$ cat src/common/sched_cfg_pkg.sv
// --------------------
// scheduler configuration
// sizes of the warp table and the
// basic per-warp types built on them
// --------------------
package sched_cfg_pkg;

    // table sizes
    localparam int NUM_WARPS    = 4;
    localparam int NUM_THREADS  = 4;
    localparam int XLEN         = 32;
    localparam int NUM_BARRIERS = 4;

    // room reserved for ALU branch ports in the update message
    localparam int MAX_BRANCH_PORTS = 2;

    localparam int NW_BITS = $clog2(NUM_WARPS);
    localparam int NB_BITS = $clog2(NUM_BARRIERS);

    typedef logic [NW_BITS-1:0]     wid_t;
    typedef logic [NUM_THREADS-1:0] tmask_t;
    typedef logic [XLEN-1:0]        pc_t;
    typedef logic [NUM_WARPS-1:0]   wmask_t;
    typedef logic [NB_BITS-1:0]     bar_id_t;

    // member count of one barrier, 0 up to NUM_WARPS
    typedef logic [$clog2(NUM_WARPS+1)-1:0] wcount_t;

endpackage

$ cat src/common/sched_msg_pkg.sv
// --------------------
// scheduler messages
// packed structs for the port events and
// the update passed from decode to the table
// --------------------
package sched_msg_pkg;

    typedef struct packed {
        logic                 valid;
        sched_cfg_pkg::wmask_t wmask;
        sched_cfg_pkg::pc_t    pc;
    } spawn_t;

    typedef struct packed {
        logic                  valid;
        sched_cfg_pkg::tmask_t tmask;
    } tmc_t;

    typedef struct packed {
        logic                             valid;
        sched_cfg_pkg::bar_id_t           id;
        logic [sched_cfg_pkg::NW_BITS-1:0] size_m1;
    } barrier_t;

    // one warp control event, the sub-valids qualify the groups
    typedef struct packed {
        sched_cfg_pkg::wid_t wid;
        spawn_t              spawn;
        tmc_t                tmc;
        barrier_t            barrier;
        logic                valid;
    } warp_ctl_t;

    typedef struct packed {
        logic                valid;
        sched_cfg_pkg::wid_t wid;
        logic                taken;
        sched_cfg_pkg::pc_t  dest;
    } branch_t;

    typedef struct packed {
        logic                valid;
        sched_cfg_pkg::wid_t wid;
        logic                is_wstall;
    } dec_unlock_t;

    typedef struct packed {
        logic                valid;
        sched_cfg_pkg::wid_t wid;
    } commit_t;

    typedef struct packed {
        sched_cfg_pkg::wid_t   wid;
        sched_cfg_pkg::tmask_t tmask;
        sched_cfg_pkg::pc_t    pc;
    } sched_out_t;

    // registered events of one cycle
    typedef struct packed {
        warp_ctl_t                                      ctl;
        branch_t [sched_cfg_pkg::MAX_BRANCH_PORTS-1:0] branch;
        commit_t                                        unlock;
    } warp_update_t;

endpackage

$ cat src/verilog/pending_instr.sv
// --------------------
// pending instructions
// per-warp issued but uncommitted
// counts and the scheduler busy flag
// --------------------
`timescale 1ns/1ps

module pending_instr #(
    parameter int PENDING_CTR_WIDTH = 6
) (
    input  logic                   clk,
    input  logic                   reset,
    input  logic                   out_fire,
    input  sched_cfg_pkg::wid_t    out_wid,
    input  sched_msg_pkg::commit_t commit,
    input  sched_cfg_pkg::wmask_t  active,
    output logic                   busy
);
    import sched_cfg_pkg::*;

    typedef logic [PENDING_CTR_WIDTH-1:0] ctr_t;

    ctr_t [NUM_WARPS-1:0] counts;
    wmask_t               nonzero;

    for (genvar i = 0; i < NUM_WARPS; i++) begin : g_ctr
        logic incr;
        logic decr;

        assign incr       = out_fire && (out_wid == wid_t'(i));
        assign decr       = commit.valid && (commit.wid == wid_t'(i));
        assign nonzero[i] = (counts[i] != '0);

        // issue and commit together leave the count alone
        always_ff @(posedge clk) begin
            if (reset) begin
                counts[i] <= '0;
            end else if (incr && !decr) begin
                counts[i] <= counts[i] + ctr_t'(1);
            end else if (decr && !incr) begin
                counts[i] <= counts[i] - ctr_t'(1);
            end
        end

        assert property (@(posedge clk) disable iff (reset) decr && !incr |-> nonzero[i])
            else $error("commit without a pending instruction");
        assert property (@(posedge clk) disable iff (reset) incr && !decr |-> counts[i] != '1)
            else $error("pending counter overflow");
    end

    // warp 0 is live out of reset
    always_ff @(posedge clk) begin
        if (reset) begin
            busy <= 1'b1;
        end else begin
            busy <= (active != '0) || (nonzero != '0);
        end
    end

endmodule

$ cat src/verilog/warp_ctl_decode.sv
// --------------------
// warp control decode
// registers control, branch and decode
// events into one update per cycle
// --------------------
`timescale 1ns/1ps

module warp_ctl_decode #(
    parameter int NUM_BRANCH_PORTS = 2
) (
    input  logic                                          clk,
    input  logic                                          reset,
    input  sched_msg_pkg::warp_ctl_t                      warp_ctl,
    input  sched_msg_pkg::branch_t [NUM_BRANCH_PORTS-1:0] branch,
    input  sched_msg_pkg::dec_unlock_t                    dec_unlock,
    output sched_msg_pkg::warp_update_t                   upd
);
    import sched_cfg_pkg::*;
    import sched_msg_pkg::*;

    warp_update_t upd_n;
    logic         branch_conflict;

    always_comb begin
        upd_n = '0;
        upd_n.ctl = warp_ctl;
        // group valids only count under the event valid
        upd_n.ctl.spawn.valid   = warp_ctl.valid && warp_ctl.spawn.valid;
        upd_n.ctl.tmc.valid     = warp_ctl.valid && warp_ctl.tmc.valid;
        upd_n.ctl.barrier.valid = warp_ctl.valid && warp_ctl.barrier.valid;
        // unused branch slots stay zero
        for (int i = 0; i < NUM_BRANCH_PORTS; i++) begin
            upd_n.branch[i] = branch[i];
        end
        // wstall unlocks keep the warp parked
        upd_n.unlock.valid = dec_unlock.valid && !dec_unlock.is_wstall;
        upd_n.unlock.wid   = dec_unlock.wid;
    end

    always_ff @(posedge clk) begin
        upd <= upd_n;
        if (reset) begin
            upd.ctl.valid         <= 1'b0;
            upd.ctl.spawn.valid   <= 1'b0;
            upd.ctl.tmc.valid     <= 1'b0;
            upd.ctl.barrier.valid <= 1'b0;
            upd.unlock.valid      <= 1'b0;
            for (int i = 0; i < MAX_BRANCH_PORTS; i++) begin
                upd.branch[i].valid <= 1'b0;
            end
        end
    end

    // two ALU ports never resolve the same warp together
    always_comb begin
        branch_conflict = 1'b0;
        for (int i = 0; i < NUM_BRANCH_PORTS; i++) begin
            for (int j = i + 1; j < NUM_BRANCH_PORTS; j++) begin
                if (branch[i].valid && branch[j].valid && branch[i].wid == branch[j].wid) begin
                    branch_conflict = 1'b1;
                end
            end
        end
    end

    assert property (@(posedge clk) disable iff (reset) !branch_conflict)
        else $error("two branch ports name the same warp");

endmodule

$ cat src/verilog/warp_issue.sv
// --------------------
// warp issue
// picks the lowest ready warp and holds
// it in a two-entry output skid buffer
// --------------------
`timescale 1ns/1ps

module warp_issue (
    input  logic                                                  clk,
    input  logic                                                  reset,
    input  sched_cfg_pkg::wmask_t                                 active,
    input  sched_cfg_pkg::wmask_t                                 stalled,
    input  sched_cfg_pkg::wmask_t                                 bar_stalls,
    input  sched_cfg_pkg::tmask_t [sched_cfg_pkg::NUM_WARPS-1:0] tmasks,
    input  sched_cfg_pkg::pc_t [sched_cfg_pkg::NUM_WARPS-1:0]    pcs,
    input  logic                                                  sched_ready,
    output logic                                                  sel_fire,
    output sched_cfg_pkg::wid_t                                   sel_wid,
    output logic                                                  out_fire,
    output logic                                                  sched_valid,
    output sched_msg_pkg::sched_out_t                             sched_data
);
    import sched_cfg_pkg::*;
    import sched_msg_pkg::*;

    wmask_t           ready_warps;
    logic             any_ready;
    sched_out_t       sel_data;
    sched_out_t [1:0] entries;
    logic [1:0]       count;
    // entries left after this cycle's pop
    logic [1:0]       kept;

    assign ready_warps = active & ~(stalled | bar_stalls);

    // scan downward so the lowest index wins
    always_comb begin
        any_ready = 1'b0;
        sel_wid   = '0;
        for (int i = NUM_WARPS - 1; i >= 0; i--) begin
            if (ready_warps[i]) begin
                any_ready = 1'b1;
                sel_wid   = wid_t'(i);
            end
        end
    end

    always_comb begin
        sel_data.wid   = sel_wid;
        sel_data.tmask = tmasks[sel_wid];
        sel_data.pc    = pcs[sel_wid];
    end

    assign sched_valid = (count != 2'd0);
    assign sched_data  = entries[0];
    assign out_fire    = sched_valid && sched_ready;
    // a full buffer still accepts when the head leaves
    assign sel_fire    = any_ready && (count != 2'd2 || out_fire);
    assign kept        = count - {1'b0, out_fire};

    always_ff @(posedge clk) begin
        if (reset) begin
            count <= '0;
        end else begin
            count <= kept + {1'b0, sel_fire};
        end
    end

    always_ff @(posedge clk) begin
        if (out_fire) begin
            entries[0] <= entries[1];
        end
        if (sel_fire) begin
            if (kept == 2'd0) begin
                entries[0] <= sel_data;
            end else begin
                entries[1] <= sel_data;
            end
        end
    end

    // output holds while the consumer stalls
    assert property (@(posedge clk) disable iff (reset)
        sched_valid && !sched_ready |=> sched_valid && $stable(sched_data))
        else $error("schedule output changed while stalled");

endmodule

$ cat src/verilog/warp_sched.sv
// --------------------
// warp scheduler
// top level of the SIMT warp scheduler
// --------------------
`timescale 1ns/1ps

module warp_sched #(
    parameter int                 NUM_BRANCH_PORTS  = 2,
    parameter sched_cfg_pkg::pc_t STARTUP_PC        = 32'h8000_0000,
    parameter int                 PENDING_CTR_WIDTH = 6
) (
    input  logic                                          clk,
    input  logic                                          reset,
    input  sched_msg_pkg::warp_ctl_t                      warp_ctl,
    input  sched_msg_pkg::branch_t [NUM_BRANCH_PORTS-1:0] branch,
    input  sched_msg_pkg::dec_unlock_t                    dec_unlock,
    input  sched_msg_pkg::commit_t                        commit,
    input  logic                                          sched_ready,
    output logic                                          sched_valid,
    output sched_msg_pkg::sched_out_t                     sched_data,
    output logic                                          busy
);
    import sched_cfg_pkg::*;
    import sched_msg_pkg::*;

    warp_update_t           upd;
    wmask_t                 active;
    wmask_t                 stalled;
    wmask_t                 bar_stalls;
    tmask_t [NUM_WARPS-1:0] tmasks;
    pc_t [NUM_WARPS-1:0]    pcs;
    logic                   sel_fire;
    wid_t                   sel_wid;
    logic                   out_fire;

    warp_ctl_decode #(
        .NUM_BRANCH_PORTS (NUM_BRANCH_PORTS)
    ) u_decode (
        .clk        (clk),
        .reset      (reset),
        .warp_ctl   (warp_ctl),
        .branch     (branch),
        .dec_unlock (dec_unlock),
        .upd        (upd)
    );

    warp_table #(
        .STARTUP_PC (STARTUP_PC)
    ) u_table (
        .clk      (clk),
        .reset    (reset),
        .upd      (upd),
        .sel_fire (sel_fire),
        .sel_wid  (sel_wid),
        .out_fire (out_fire),
        .out_data (sched_data),
        .active   (active),
        .stalled  (stalled),
        .tmasks   (tmasks),
        .pcs      (pcs)
    );

    barrier_unit u_barrier (
        .clk        (clk),
        .reset      (reset),
        .upd        (upd),
        .bar_stalls (bar_stalls)
    );

    warp_issue u_issue (
        .clk         (clk),
        .reset       (reset),
        .active      (active),
        .stalled     (stalled),
        .bar_stalls  (bar_stalls),
        .tmasks      (tmasks),
        .pcs         (pcs),
        .sched_ready (sched_ready),
        .sel_fire    (sel_fire),
        .sel_wid     (sel_wid),
        .out_fire    (out_fire),
        .sched_valid (sched_valid),
        .sched_data  (sched_data)
    );

    pending_instr #(
        .PENDING_CTR_WIDTH (PENDING_CTR_WIDTH)
    ) u_pending (
        .clk      (clk),
        .reset    (reset),
        .out_fire (out_fire),
        .out_wid  (sched_data.wid),
        .commit   (commit),
        .active   (active),
        .busy     (busy)
    );

endmodule

$ cat src/warp_table/barrier_unit.sv
// --------------------
// barrier unit
// local barrier membership and the
// per-warp barrier stall flags
// --------------------
`timescale 1ns/1ps

module barrier_unit (
    input  logic                        clk,
    input  logic                        reset,
    input  sched_msg_pkg::warp_update_t upd,
    output sched_cfg_pkg::wmask_t       bar_stalls
);
    import sched_cfg_pkg::*;
    import sched_msg_pkg::*;

    wmask_t [NUM_BARRIERS-1:0] bar_masks;
    wmask_t [NUM_BARRIERS-1:0] bar_masks_n;
    wmask_t                    bar_stalls_n;
    wmask_t                    cur_mask;
    wcount_t                   member_cnt;

    always_comb begin
        cur_mask = bar_masks[upd.ctl.barrier.id];
        // warps already waiting here
        member_cnt = '0;
        for (int i = 0; i < NUM_WARPS; i++) begin
            member_cnt += wcount_t'(cur_mask[i]);
        end

        bar_masks_n  = bar_masks;
        bar_stalls_n = bar_stalls;
        if (upd.ctl.barrier.valid) begin
            if (member_cnt == wcount_t'(upd.ctl.barrier.size_m1)) begin
                // last arrival releases everyone and does not wait
                bar_masks_n[upd.ctl.barrier.id] = '0;
                bar_stalls_n &= ~cur_mask;
            end else begin
                bar_masks_n[upd.ctl.barrier.id][upd.ctl.wid] = 1'b1;
                bar_stalls_n[upd.ctl.wid] = 1'b1;
            end
        end
    end

    always_ff @(posedge clk) begin
        if (reset) begin
            bar_masks  <= '0;
            bar_stalls <= '0;
        end else begin
            bar_masks  <= bar_masks_n;
            bar_stalls <= bar_stalls_n;
        end
    end

endmodule

$ cat src/warp_table/warp_table.sv
// --------------------
// warp table
// per-warp active, stall, thread mask
// and PC state, updated in priority order
// --------------------
`timescale 1ns/1ps

module warp_table #(
    parameter sched_cfg_pkg::pc_t STARTUP_PC = 32'h8000_0000
) (
    input  logic                                                  clk,
    input  logic                                                  reset,
    input  sched_msg_pkg::warp_update_t                           upd,
    input  logic                                                  sel_fire,
    input  sched_cfg_pkg::wid_t                                   sel_wid,
    input  logic                                                  out_fire,
    input  sched_msg_pkg::sched_out_t                             out_data,
    output sched_cfg_pkg::wmask_t                                 active,
    output sched_cfg_pkg::wmask_t                                 stalled,
    output sched_cfg_pkg::tmask_t [sched_cfg_pkg::NUM_WARPS-1:0] tmasks,
    output sched_cfg_pkg::pc_t [sched_cfg_pkg::NUM_WARPS-1:0]    pcs
);
    import sched_cfg_pkg::*;
    import sched_msg_pkg::*;

    wmask_t                  active_n;
    wmask_t                  stalled_n;
    tmask_t [NUM_WARPS-1:0]  tmasks_n;
    pc_t [NUM_WARPS-1:0]     pcs_n;
    // warps whose PC is rewritten by a spawn or a taken branch
    wmask_t                  redirect;

    always_comb begin
        active_n  = active;
        stalled_n = stalled;
        tmasks_n  = tmasks;
        pcs_n     = pcs;
        redirect  = '0;

        // spawn, masked warps start on one thread
        if (upd.ctl.spawn.valid) begin
            active_n |= upd.ctl.spawn.wmask;
            for (int i = 0; i < NUM_WARPS; i++) begin
                if (upd.ctl.spawn.wmask[i]) begin
                    tmasks_n[i] = tmask_t'(1);
                    pcs_n[i]    = upd.ctl.spawn.pc;
                end
            end
            redirect |= upd.ctl.spawn.wmask;
            stalled_n[upd.ctl.wid] = 1'b0;
        end

        // tmc, an empty mask retires the warp
        if (upd.ctl.tmc.valid) begin
            active_n[upd.ctl.wid]  = (upd.ctl.tmc.tmask != '0);
            tmasks_n[upd.ctl.wid]  = upd.ctl.tmc.tmask;
            stalled_n[upd.ctl.wid] = 1'b0;
        end

        // barrier stalls are held in the barrier unit
        if (upd.ctl.barrier.valid) begin
            stalled_n[upd.ctl.wid] = 1'b0;
        end

        for (int i = 0; i < MAX_BRANCH_PORTS; i++) begin
            if (upd.branch[i].valid) begin
                if (upd.branch[i].taken) begin
                    pcs_n[upd.branch[i].wid]    = upd.branch[i].dest;
                    redirect[upd.branch[i].wid] = 1'b1;
                end
                stalled_n[upd.branch[i].wid] = 1'b0;
            end
        end

        if (upd.unlock.valid) begin
            stalled_n[upd.unlock.wid] = 1'b0;
        end

        // hold the picked warp until decode releases it
        if (sel_fire) begin
            stalled_n[sel_wid] = 1'b1;
        end

        // sequential PC unless redirected this cycle
        if (out_fire && !redirect[out_data.wid]) begin
            pcs_n[out_data.wid] = out_data.pc + pc_t'(4);
        end
    end

    always_ff @(posedge clk) begin
        if (reset) begin
            // warp 0 boots on thread 0
            active     <= wmask_t'(1);
            stalled    <= '0;
            tmasks     <= '0;
            tmasks[0]  <= tmask_t'(1);
            pcs        <= '0;
            pcs[0]     <= STARTUP_PC;
        end else begin
            active  <= active_n;
            stalled <= stalled_n;
            tmasks  <= tmasks_n;
            pcs     <= pcs_n;
        end
    end

endmodule
$ cat config.mk
export PLATFORM = sky130hd
export DESIGN_NAME = warp_sched
export DESIGN_NICKNAME = d
export VERILOG_FILES = /design/src/common/sched_cfg_pkg.sv /design/src/common/sched_msg_pkg.sv /design/src/verilog/pending_instr.sv /design/src/verilog/warp_ctl_decode.sv /design/src/verilog/warp_issue.sv /design/src/verilog/warp_sched.sv /design/src/warp_table/barrier_unit.sv /design/src/warp_table/warp_table.sv
export SDC_FILE = /design/constraint.sdc
export NUM_CORES = 1
export LEC_CHECK = 0
export BUFFER_PORTS_ARGS = -buffer_cell sky130_fd_sc_hd__buf_2
export CORE_ASPECT_RATIO = 1.25
export CORE_UTILIZATION = 30
export DETAILED_ROUTE_END_ITERATION = 7
export SLEW_MARGIN = 25
export SYNTH_ARGS = -nofsm -noshare
export SYNTH_HDL_FRONTEND = slang
export SYNTH_SLANG_ARGS = --single-unit
$ cat constraint.sdc
create_clock -name clk -period 6 [get_ports clk]
set_input_delay 0.3 -clock clk [delete_from_list [all_inputs] [get_ports clk]]
set_output_delay 0.3 -clock clk [all_outputs]
set_load 0.005 [all_outputs]
Yosys cells after proc, flatten, opt, wreduce, memory -nomap -nowiden:

Cells that the tools add are included.

* equal/unequal tests: 8
* $lt $le $gt $ge: 14
* muxes and demuxes: 86
* reduce and logical (&&, ||, !) cells: 58
* $add $sub $neg: 14
* bitwise logic cells: 24

Operators by type and width (number)
* 2-to-1 mux 128 bit: 6
* bitwise mux 128 bit: 3
* 2-to-1 mux 32 bit: 8
* demux 32 bit (select 2 bit): 3
* 2-to-1 mux 38 bit: 3
* 2-to-1 mux 4 bit: 24
* binary-select mux 32 bit (select 2 bit): 1
* 2-to-1 mux 16 bit: 3
* 2-to-1 mux 6 bit: 8
* adder 32 x 3 -> 32 bit, second input constant: 1
* bitwise AND 4 bit: 8
* logical AND 1 bit: 30
* adder 6 x 1 -> 6 bit, second input constant: 4
* demux 4 bit (select 2 bit): 3
* inverter 4 bit: 6
* OR 4 bit: 6
* nonzero test 6 bit: 4
* subtractor 6 x 1 -> 6 bit, second input constant: 4
* < comparator 2 x 3 -> 1 bit, second input constant: 7
* bitwise AND 16 bit: 1
* binary-select mux 4 bit (select 2 bit): 2
* bitwise mux 16 bit: 1
* inverter 16 bit: 1
* OR 16 bit: 1
* other kinds (21): 66

* output and inout port bits: 40
* logic and storage cells: 250
* register bits after elaboration: 399
* bits of input ports: 132

Logic depth before layout (Yosys ltp):

Gate-level depths: netlist (run 1).

* word-level depth: 19
* gate-level depth with buffers: 12

Modules after synthesis:

Synthesis (run 1) repeated with hierarchy kept, for this count alone.

* cells, all modules: 2169
* area, all modules: 19409.9 sq um

By module, submodules not included
* warp_table: cells each 1284, area each 9417.8 sq um, times used 1
* warp_issue: cells each 441, area each 4471.8 sq um, times used 1
* warp_ctl_decode: cells each 132, area each 2566.2 sq um, times used 1
* pending_instr: cells each 205, area each 1848.0 sq um, times used 1
* barrier_unit: cells each 107, area each 1106.1 sq um, times used 1

Worst setup path before layout (run 1):

OpenSTA, ideal clock, no wires.

* path kind: register -> register
* start point: register u_issue.count[1]
* end point: register u_issue.entries[38] (netlist name) (enable)
* setup time: 0.446 ns
* stages on the path, launching flop included: 8
* required time: 5.554 ns
* data arrival time: 3.506 ns
* setup slack: 2.048 ns
* cells stage by stage: dfxtp_1 o21ai_1 buf_2 buf_2 inv_1 ha_1 xnor2_1 a21oi_1

* cells in the longest elaborated chain, start to end: 6
* elaborated cells on any way between the ends: 9
* those cells by class: add/sub (1); eq/ne (1); bitwise (1); reduce/logical (6)

RTL lines
* from (decl): RTL line warp_issue.sv:30 `logic [1:0] count;`
* from (signal assigned): RTL line warp_issue.sv:65 `count <= kept + {1'b0, sel_fire};`
* nonzero test 2 bit: RTL line warp_issue.sv:54 `assign sched_valid = (count != 2'd0);`
* logical AND 1 bit: RTL line warp_issue.sv:56 `assign out_fire = sched_valid && sched_ready;`
* subtractor 2 x 1 -> 2 bit: RTL line warp_issue.sv:59 `assign kept = count - {1'b0, out_fire};`
* logical NOT 2 bit: RTL line warp_issue.sv:74 `if (kept == 2'd0) begin`
* inverter 1 bit (no line)
* AND reduction 2 bit (no line) *
* to (decl): RTL line warp_issue.sv:29 `sched_out_t [1:0] entries;`

Mark *: on every way between the ends. The rest lies on a longest branch, timed or not.
A chain may end at the register's enable or synchronous reset.

Worst setup path after layout (run 1):

* start point: register, netlist name u_decode.upd[78]
* end point: register u_barrier.bar_stalls[2]

* cells in the longest elaborated chain, start to end: 7
* elaborated cells on any way between the ends: 9
* those cells by class: add/sub (3); eq/ne (1); mux (3); bitwise (2)

RTL lines
* binary-select mux 4 bit (select 2 bit) *: RTL line barrier_unit.sv:24 `cur_mask = bar_masks[upd.ctl.barrier.id];`
* 2-to-1 mux 4 bit (implied by the code) *: RTL line barrier_unit.sv:24
* adder 1 x 1 -> 2 bit: RTL line barrier_unit.sv:28 `member_cnt += wcount_t'(cur_mask[i]);`
* adder 3 x 1 -> 3 bit (2 in series): RTL line barrier_unit.sv:28
* == test 3 x 2 -> 1 bit: RTL line barrier_unit.sv:34 `if (member_cnt == wcount_t'(upd.ctl.barrier.size_m1)) begin`
* 2-to-1 mux 4 bit *: RTL line barrier_unit.sv:34
* to (signal assigned): RTL line barrier_unit.sv:51 `bar_stalls <= bar_stalls_n;`
* to (decl): RTL line barrier_unit.sv:12 `output sched_cfg_pkg::wmask_t bar_stalls`

Mark *: on every way between the ends. The rest lies on a longest branch, timed or not. The select of a mux whose other input is x is not followed.

==> run_results.csv, run 1 <==
group,metric,value,unit
synthesis,ys_seq_area_share,43.00,%
synthesis,ys.flop_type,"dfxtp_1",
finish,post-route-util,36.33,%
power_and_ir_drop,p_leak,9.308,nW
finish,finalInstanceArea,0.02336,mm2
grt,grt_usage,21.07,%
worst_setup_path,rr_worst_depth,11,
sta,period_share,59.63,%
power_and_ir_drop,p_per_area,370.3,mW/mm2
die,die_area,0.06590,mm2
route,first_pass_iters,7,
place,place_hpwl,43340,um
synthesis,synthArstFlopShare,0,%
grt,gr-usage-met1,25.92,%
clocking,numCtsBuffers,45,
sta,worst_pin_slew,1.062,ns
worst_setup_path,cp_max_fo,8,
job,maxCapViolCount,0,
route,ant_nets,0,
finish,n_antenna_cell,0,
finish,nFillCells,6489,
synthesis,ys_top_cells_by_count,"dfxtp_1, nor2_1, a211oi_1, mux2i_1, clkbuf_1",
synthesis,syn_area_per_cell,9.154,um2
sta,fmax,279.5,MHz
synthesis,yosysTopAreaCellShare,37.14,%
route,avgRoutedWirePerCell,22.69,um
grt,grt.busiest_layer,"met2",
grt,grt_util_met2,33.97,%
synthesis,yosysTopAreaCell,"dfxtp_1",
synthesis,yosysWarningCount,0,
worst_setup_path,worstPathArrival,4.03,ns
finish,areaGrowthSynthToFinish,20.01,%
synthesis,syn_area,0.01946,mm2
clocking,cts.path.max_buffers,3,
clocking,cts.clk_slew.worst_paths,0.06,ns
finish,nNetsFinal,2430,
clocking,clock_sinks,399,
worst_setup_path,regToRegSetupSlack,2.42,ns
power_and_ir_drop,vdd_drop_max,0.1937,mV
route,drc_errors,0,
clocking,cts_max_level,2,
worst_setup_path,start_kind,"flop",
sta,maxSlewViolCount,0,
worst_setup_path,critPathCaptureType,"flop",
synthesis,synth_area_leaders,"dfxtp_1, mux2i_1, a211oi_1",
sta,setup_tns,0,ns
place,gp_congestion,0.8628,
clocking,cts_tree,"built",
route,viasPerCell,5.825,
die,ios,172,
synthesis,synth_edf_count,38,
grt,grt_pass1_wl,108100,um
synthesis,synth_nets,2288,
die,floorplan.initialDensity,30.27,%
worst_setup_path,crit_required,6.46,ns
grt,grtUsageMet3,4.302,%
grt,grt_max_degree,67,
place,port-buffer-count,171,
hold_path,min_path_cells,2,
sta,slew_headroom,28.96,%
sta,hold_viol,0,
die,die_h,286.8,um
place,placed_area,0.02067,mm2
synthesis,syn_inst,2126,
die,rows,104,
sta,period_needed,3.578,ns
sta,rsz0062_at_grt,"false",
route,drt_first_iter_violations,2020,
finish,drive_above_1_share,14.29,%
sta,skew,0.02655,ns
die,core,0.06428,mm2
synthesis,synth-seq-cells,399,
route,detailroute.via_count,18353,
hold_path,min_path_type,"input port to flop",
clocking,cts_root_buffer,"clkbuf_16",
route,wirelength,71510,um
synthesis,synth.most_common_cell,"dfxtp_1",
grt,antenna_found_initial,2,
outcome,status,"complete, no violations",
grt,gr-total-overflow,0,
grt,grt_pass1_vias,18243,
die,die_w,229.8,um
synthesis,yosys.cell_types.count,67,
clocking,clkLatencyLatePin,0.59,ns
worst_setup_path,worstSetupPathType,"flop to flop",
sta,setup_viol,0,
path summary, 6_finish.rpt:
kind,from,to
max,u_decode.upd[78]$_DFF_P_,u_barrier.bar_stalls[2]$_SDFFE_PP0P_
min reg2reg,u_table.tmasks[9]$_SDFF_PP0_,u_table.tmasks[9]$_SDFF_PP0_
min,dec_unlock[3],u_decode.upd[2]$_SDFF_PP0_
max reg2reg,u_decode.upd[78]$_DFF_P_,u_barrier.bar_stalls[2]$_SDFFE_PP0P_
per-stage QoR:
stage,hold slack (ns),instances,setup WS [ns],power (W)
6_report,0.01586,3151,2.422,0.008649
5_1_grt,0.01221,3151,2.210,0.009075
4_1_cts,0.002198,3151,2.432,0.008693
3_5_place_dp,0.4036,2945,2.451,0.005859
3_3_place_gp,0.4041,2945,2.436,0.005762
2_1_floorplan,0.3277,2126,2.048,0.005172
critical path, stage by stage (launching register included):
cell,delay [ns]
dfxtp_1,0.52
mux4_2,0.57
ha_1,0.29
inv_1,0.05
fa_1,0.42
inv_1,0.07
ha_1,0.23
xor2_1,0.16
nor3_1,0.81
nor2_1,0.13
a21oi_1,0.15
nor2_1,0.05
report_power, final:
part / internal [W] / switching (W)
registers: 0.00321 / 0.000423
logic: 0.000917 / 0.00134
clock network: 0.00159 / 0.00117
total: 0.00572 / 0.00293
cells in the final DEF (no fill, tap or decap), drive strengths merged, types with 25 or more instances in the layout:
cell and count:
mux2i 140, dlygate4sd3 124, o2bb2ai 36, edfxtp 38, a211oi 170, clkbuf 65, a221oi 57, buf 207
nor4bb 36, o211ai 41, nor2 196, nand3 108, a21oi 117, ha 25, xnor2 29, dfxtp 361
nand2 114, o21ai 78, a311oi 36, nor3 77
sequential cells by signal, summed over array words and instances (netlist names):
register              count
u_table.pcs             128
u_barrier.bar_stalls      4
u_table.tmasks           16
u_table.stalled           4
u_issue.entries          38
u_barrier.bar_masks      16
u_pending.busy            1
u_table.active            4
u_decode.upd            124
u_pending.counts         24
u_issue.sched_data       38
u_issue.count             2
logic make-up (layout without fill, tap and decap cells):
| logic type | Yosys count | count (layout) | share of synthesized area (%) |
|---|---|---|---|
| XOR/XNOR | 48 | 48 | 2.160 |
| AND/OR/NAND/NOR | 657 | 657 | 17.55 |
| AO/OA/AOI/OAI | 595 | 595 | 21.58 |
| flip-flops | 399 | 399 | 43.00 |
| buffers and inverters | 253 | 430 | 5.934 |
| multiplexers | 144 | 144 | 7.664 |
| adder cells (fa/ha/maj) | 30 | 30 | 2.122 |
final cells by class:
cell class | instances | area, um2 | area share, %
Clock inverter | 17 | 155.1 | 0.6643
Clock buffer | 65 | 1292 | 5.534
Sequential cell | 399 | 8369 | 35.83
Inverter | 17 | 63.81 | 0.2732
Tap cell | 848 | 1061 | 4.543
Timing Repair Buffer | 331 | 2374 | 10.16
Multi-Input combinational cell | 1474 | 10040 | 42.99
layer usage:
metal,up-vias,part of all wire [%],wire length [um]
met5,-,0,0
met4,0,5.7,4109
met3,292,9.5,6763
met2,1102,45,32350
met1,8724,40,28290
li1,8235,-,-
what timing repair did:
action	in CTS	in global routing
gates resized for setup	0	0
setup buffers	0	0
hold buffers	124	0
hold endpoints to repair	124	0
(Power assumes the default switching activity.)
==> inputs of run 2 (changes only) <==
clock period = 3.5 ns   (was 6 ns; I/O delays follow)
==> run 2 against run 1 <==
Clock-buffer cell count is 4 higher. The flow now finishes with violations (design-rule violations). Routed wire length grew 1.8%. Cell area up 1.4%. Largest power group unchanged. Critical path type unchanged. Non-clock buffer count increased by 24.
==> run_results.csv, run 2 (same netlist as run 1, synthesis figures left out) <==
group,metric,value,unit
route,drt_first_iter_violations,2142,
sta,skew,0.03347,ns
power_and_ir_drop,p_per_area,640.0,mW/mm2
clocking,clock_sinks,399,
grt,gr-total-overflow,0,
clocking,cts_max_level,2,
sta,maxSlewViolCount,0,
route,ant_nets,0,
finish,drive_above_1_share,15.09,%
power_and_ir_drop,p_leak,9.479,nW
route,detailroute.via_count,18493,
grt,grt_pass1_vias,18099,
route,met1_length,29370,um
outcome,failed_checks,"design-rule violations",
worst_setup_path,crit_required,3.93,ns
route,wirelength,72780,um
finish,areaGrowthSynthToFinish,21.69,%
sta,period_share,87.93,%
die,floorplan.initialDensity,30.27,%
hold_path,min_path_type,"input port to flop",
worst_setup_path,reg2reg_from,"u_decode.upd[78]$_DFF_P_",
hold_path,whs_endpoint,"u_decode.upd[122]$_SDFF_PP0_",
worst_setup_path,critPathCaptureType,"flop",
finish,top_register,"u_table.pcs",
sta,hold_ws,0.01611,ns
sta,worst_pin_slew,1.086,ns
worst_setup_path,regToRegSetupSlack,0.42,ns
finish,final_common_cell,"dfxtp_1",
finish,reg_top3,"u_table.pcs x128, u_decode.upd x124",
die,die_w,229.8,um
finish,fin_cells,3175,
place,gp_congestion,0.8242,
route,wl_met3,6372,um
route,wl_met2,32990,um
grt,grt_usage,21.25,%
sta,setup_tns,0,ns
clocking,cts_tree,"built",
worst_setup_path,worstPathArrival,3.50,ns
place,place_hpwl,45370,um
worst_setup_path,cpPeakStageDelay,0.58,ns
finish,nNetsFinal,2453,
grt,grt_max_degree,87,
worst_setup_path,cp_max_fo,8,
finish,largest_reg_flops,128,
job,maxCapViolCount,0,
power_and_ir_drop,vdd_drop_max,0.3484,mV
worst_setup_path,start_kind,"flop",
worst_setup_path,worstSetupPathType,"flop to flop",
route,first_pass_iters,8,
clocking,cts.clk_slew.worst_paths,0.07,ns
clocking,cts_resized,0,
grt,grt_pass1_wl,108600,um
route,highest_layer,"met4",
sta,setup_viol,0,
worst_setup_path,path_buf_inv,3,
sta,fmax,325.0,MHz
die,die_h,286.8,um
sta,slew_headroom,27.59,%
worst_setup_path,rr_worst_depth,12,
sta,setup_slack,0.4226,ns
route,viasPerCell,5.825,
clocking,clkLatencyLatePin,0.59,ns
place,placed_cells,2968,
sta,rsz0062_at_grt,"false",
outcome,status,"finished with violations",
sta,period_needed,3.077,ns
hold_path,min_path_cells,3,
die,core,0.06428,mm2
place,port-buffer-count,171,
hold_path,hp-start,"warp_ctl[0]",
grt,antenna_found_initial,1,
clocking,cts_root_buffer,"clkbuf_16",
die,ios,172,
finish,nFillCells,6431,
worst_setup_path,slowest_stage,"mux4_2",
worst_setup_path,cp_top_family,"adder cells",
place,dp_slack,0.4511,ns
route,drc_errors,1,
die,rows,104,
die,die_area,0.06590,mm2
worst_setup_path,rr_endpoint,"u_barrier.bar_stalls[1]$_SDFFE_PP0P_",
route,avgRoutedWirePerCell,22.92,um
finish,layout_common_cells,"dfxtp_1, nor2_1, a211oi_1, buf_2, mux2i_1",
sta,hold_viol,0,
worst_setup_path,path_cells,"mux4_2, ha_1, inv_1, fa_1, inv_1, ha_1, xor2_1, nor3_1, buf_4, nor2_1, a21oi_1, nor2_1",
clocking,cts.path.max_buffers,3,
finish,post-route-util,36.84,%
clocking,numCtsBuffers,44,
==> run 2: power breakdown <==
group	switching, W	internal, W	total [W]
registers	0.000690	0.00551	0.00620
clock network	0.00197	0.00296	0.00493
logic	0.00237	0.00165	0.00403
==> run 2: worst max path at each step <==
stage                                        start                                    to  slack, ns  cells past startpoint
after floorplan           u_decode.upd[78]$_DFF_P_  u_barrier.bar_masks[12]$_SDFFE_PP0P_       0.28                     11
after global placement    u_decode.upd[78]$_DFF_P_  u_barrier.bar_stalls[3]$_SDFFE_PP0P_       0.48                     12
after detailed placement  u_decode.upd[78]$_DFF_P_  u_barrier.bar_stalls[1]$_SDFFE_PP0P_       0.45                     12
after CTS                 u_decode.upd[78]$_DFF_P_  u_barrier.bar_stalls[1]$_SDFFE_PP0P_       0.42                     12
after global routing      u_decode.upd[78]$_DFF_P_  u_barrier.bar_stalls[1]$_SDFFE_PP0P_       0.27                     12
final                     u_decode.upd[78]$_DFF_P_  u_barrier.bar_stalls[1]$_SDFFE_PP0P_       0.42                     12
==> run 2: final cells by class <==
class / instances / area [um2] / share of cell area, %
diodes: 1 / 2.502 / 0.01057
clock inverters: 12 / 167.7 / 0.7080
flip-flops and latches: 399 / 8369 / 35.34
inverters: 17 / 63.81 / 0.2695
well taps: 848 / 1061 / 4.480
multi-input cells: 1474 / 10040 / 42.40
repair buffers: 355 / 2619 / 11.06
clock buffers: 69 / 1358 / 5.733
==> run 2: timing repair <==
action | in CTS | in global routing
buffers inserted | 0 | 0
endpoints found under the hold margin | 124 | 0
hold buffers | 125 | 0
==> run 2: through the flow <==
stage                     power [W]  area [um2]
after global placement     0.009998       20900
after global routing        0.01585       23680
after detailed placement    0.01016       20900
after CTS                   0.01521       23680
after floorplan            0.008863       19460
final                       0.01516       23680
==> run 2: tightest hold or removal path: stages <==
cell and delay (ns):
buf_2 0.07, nor2b_1 0.16, and2_1 0.14
==> run 2: per-layer routing <==
metal  vias up  track usage [%]
li1       8303                -
met1      8869            26.60
met2      1078            34.67
met3       243            3.915
met4         0            11.19
met5         -                0
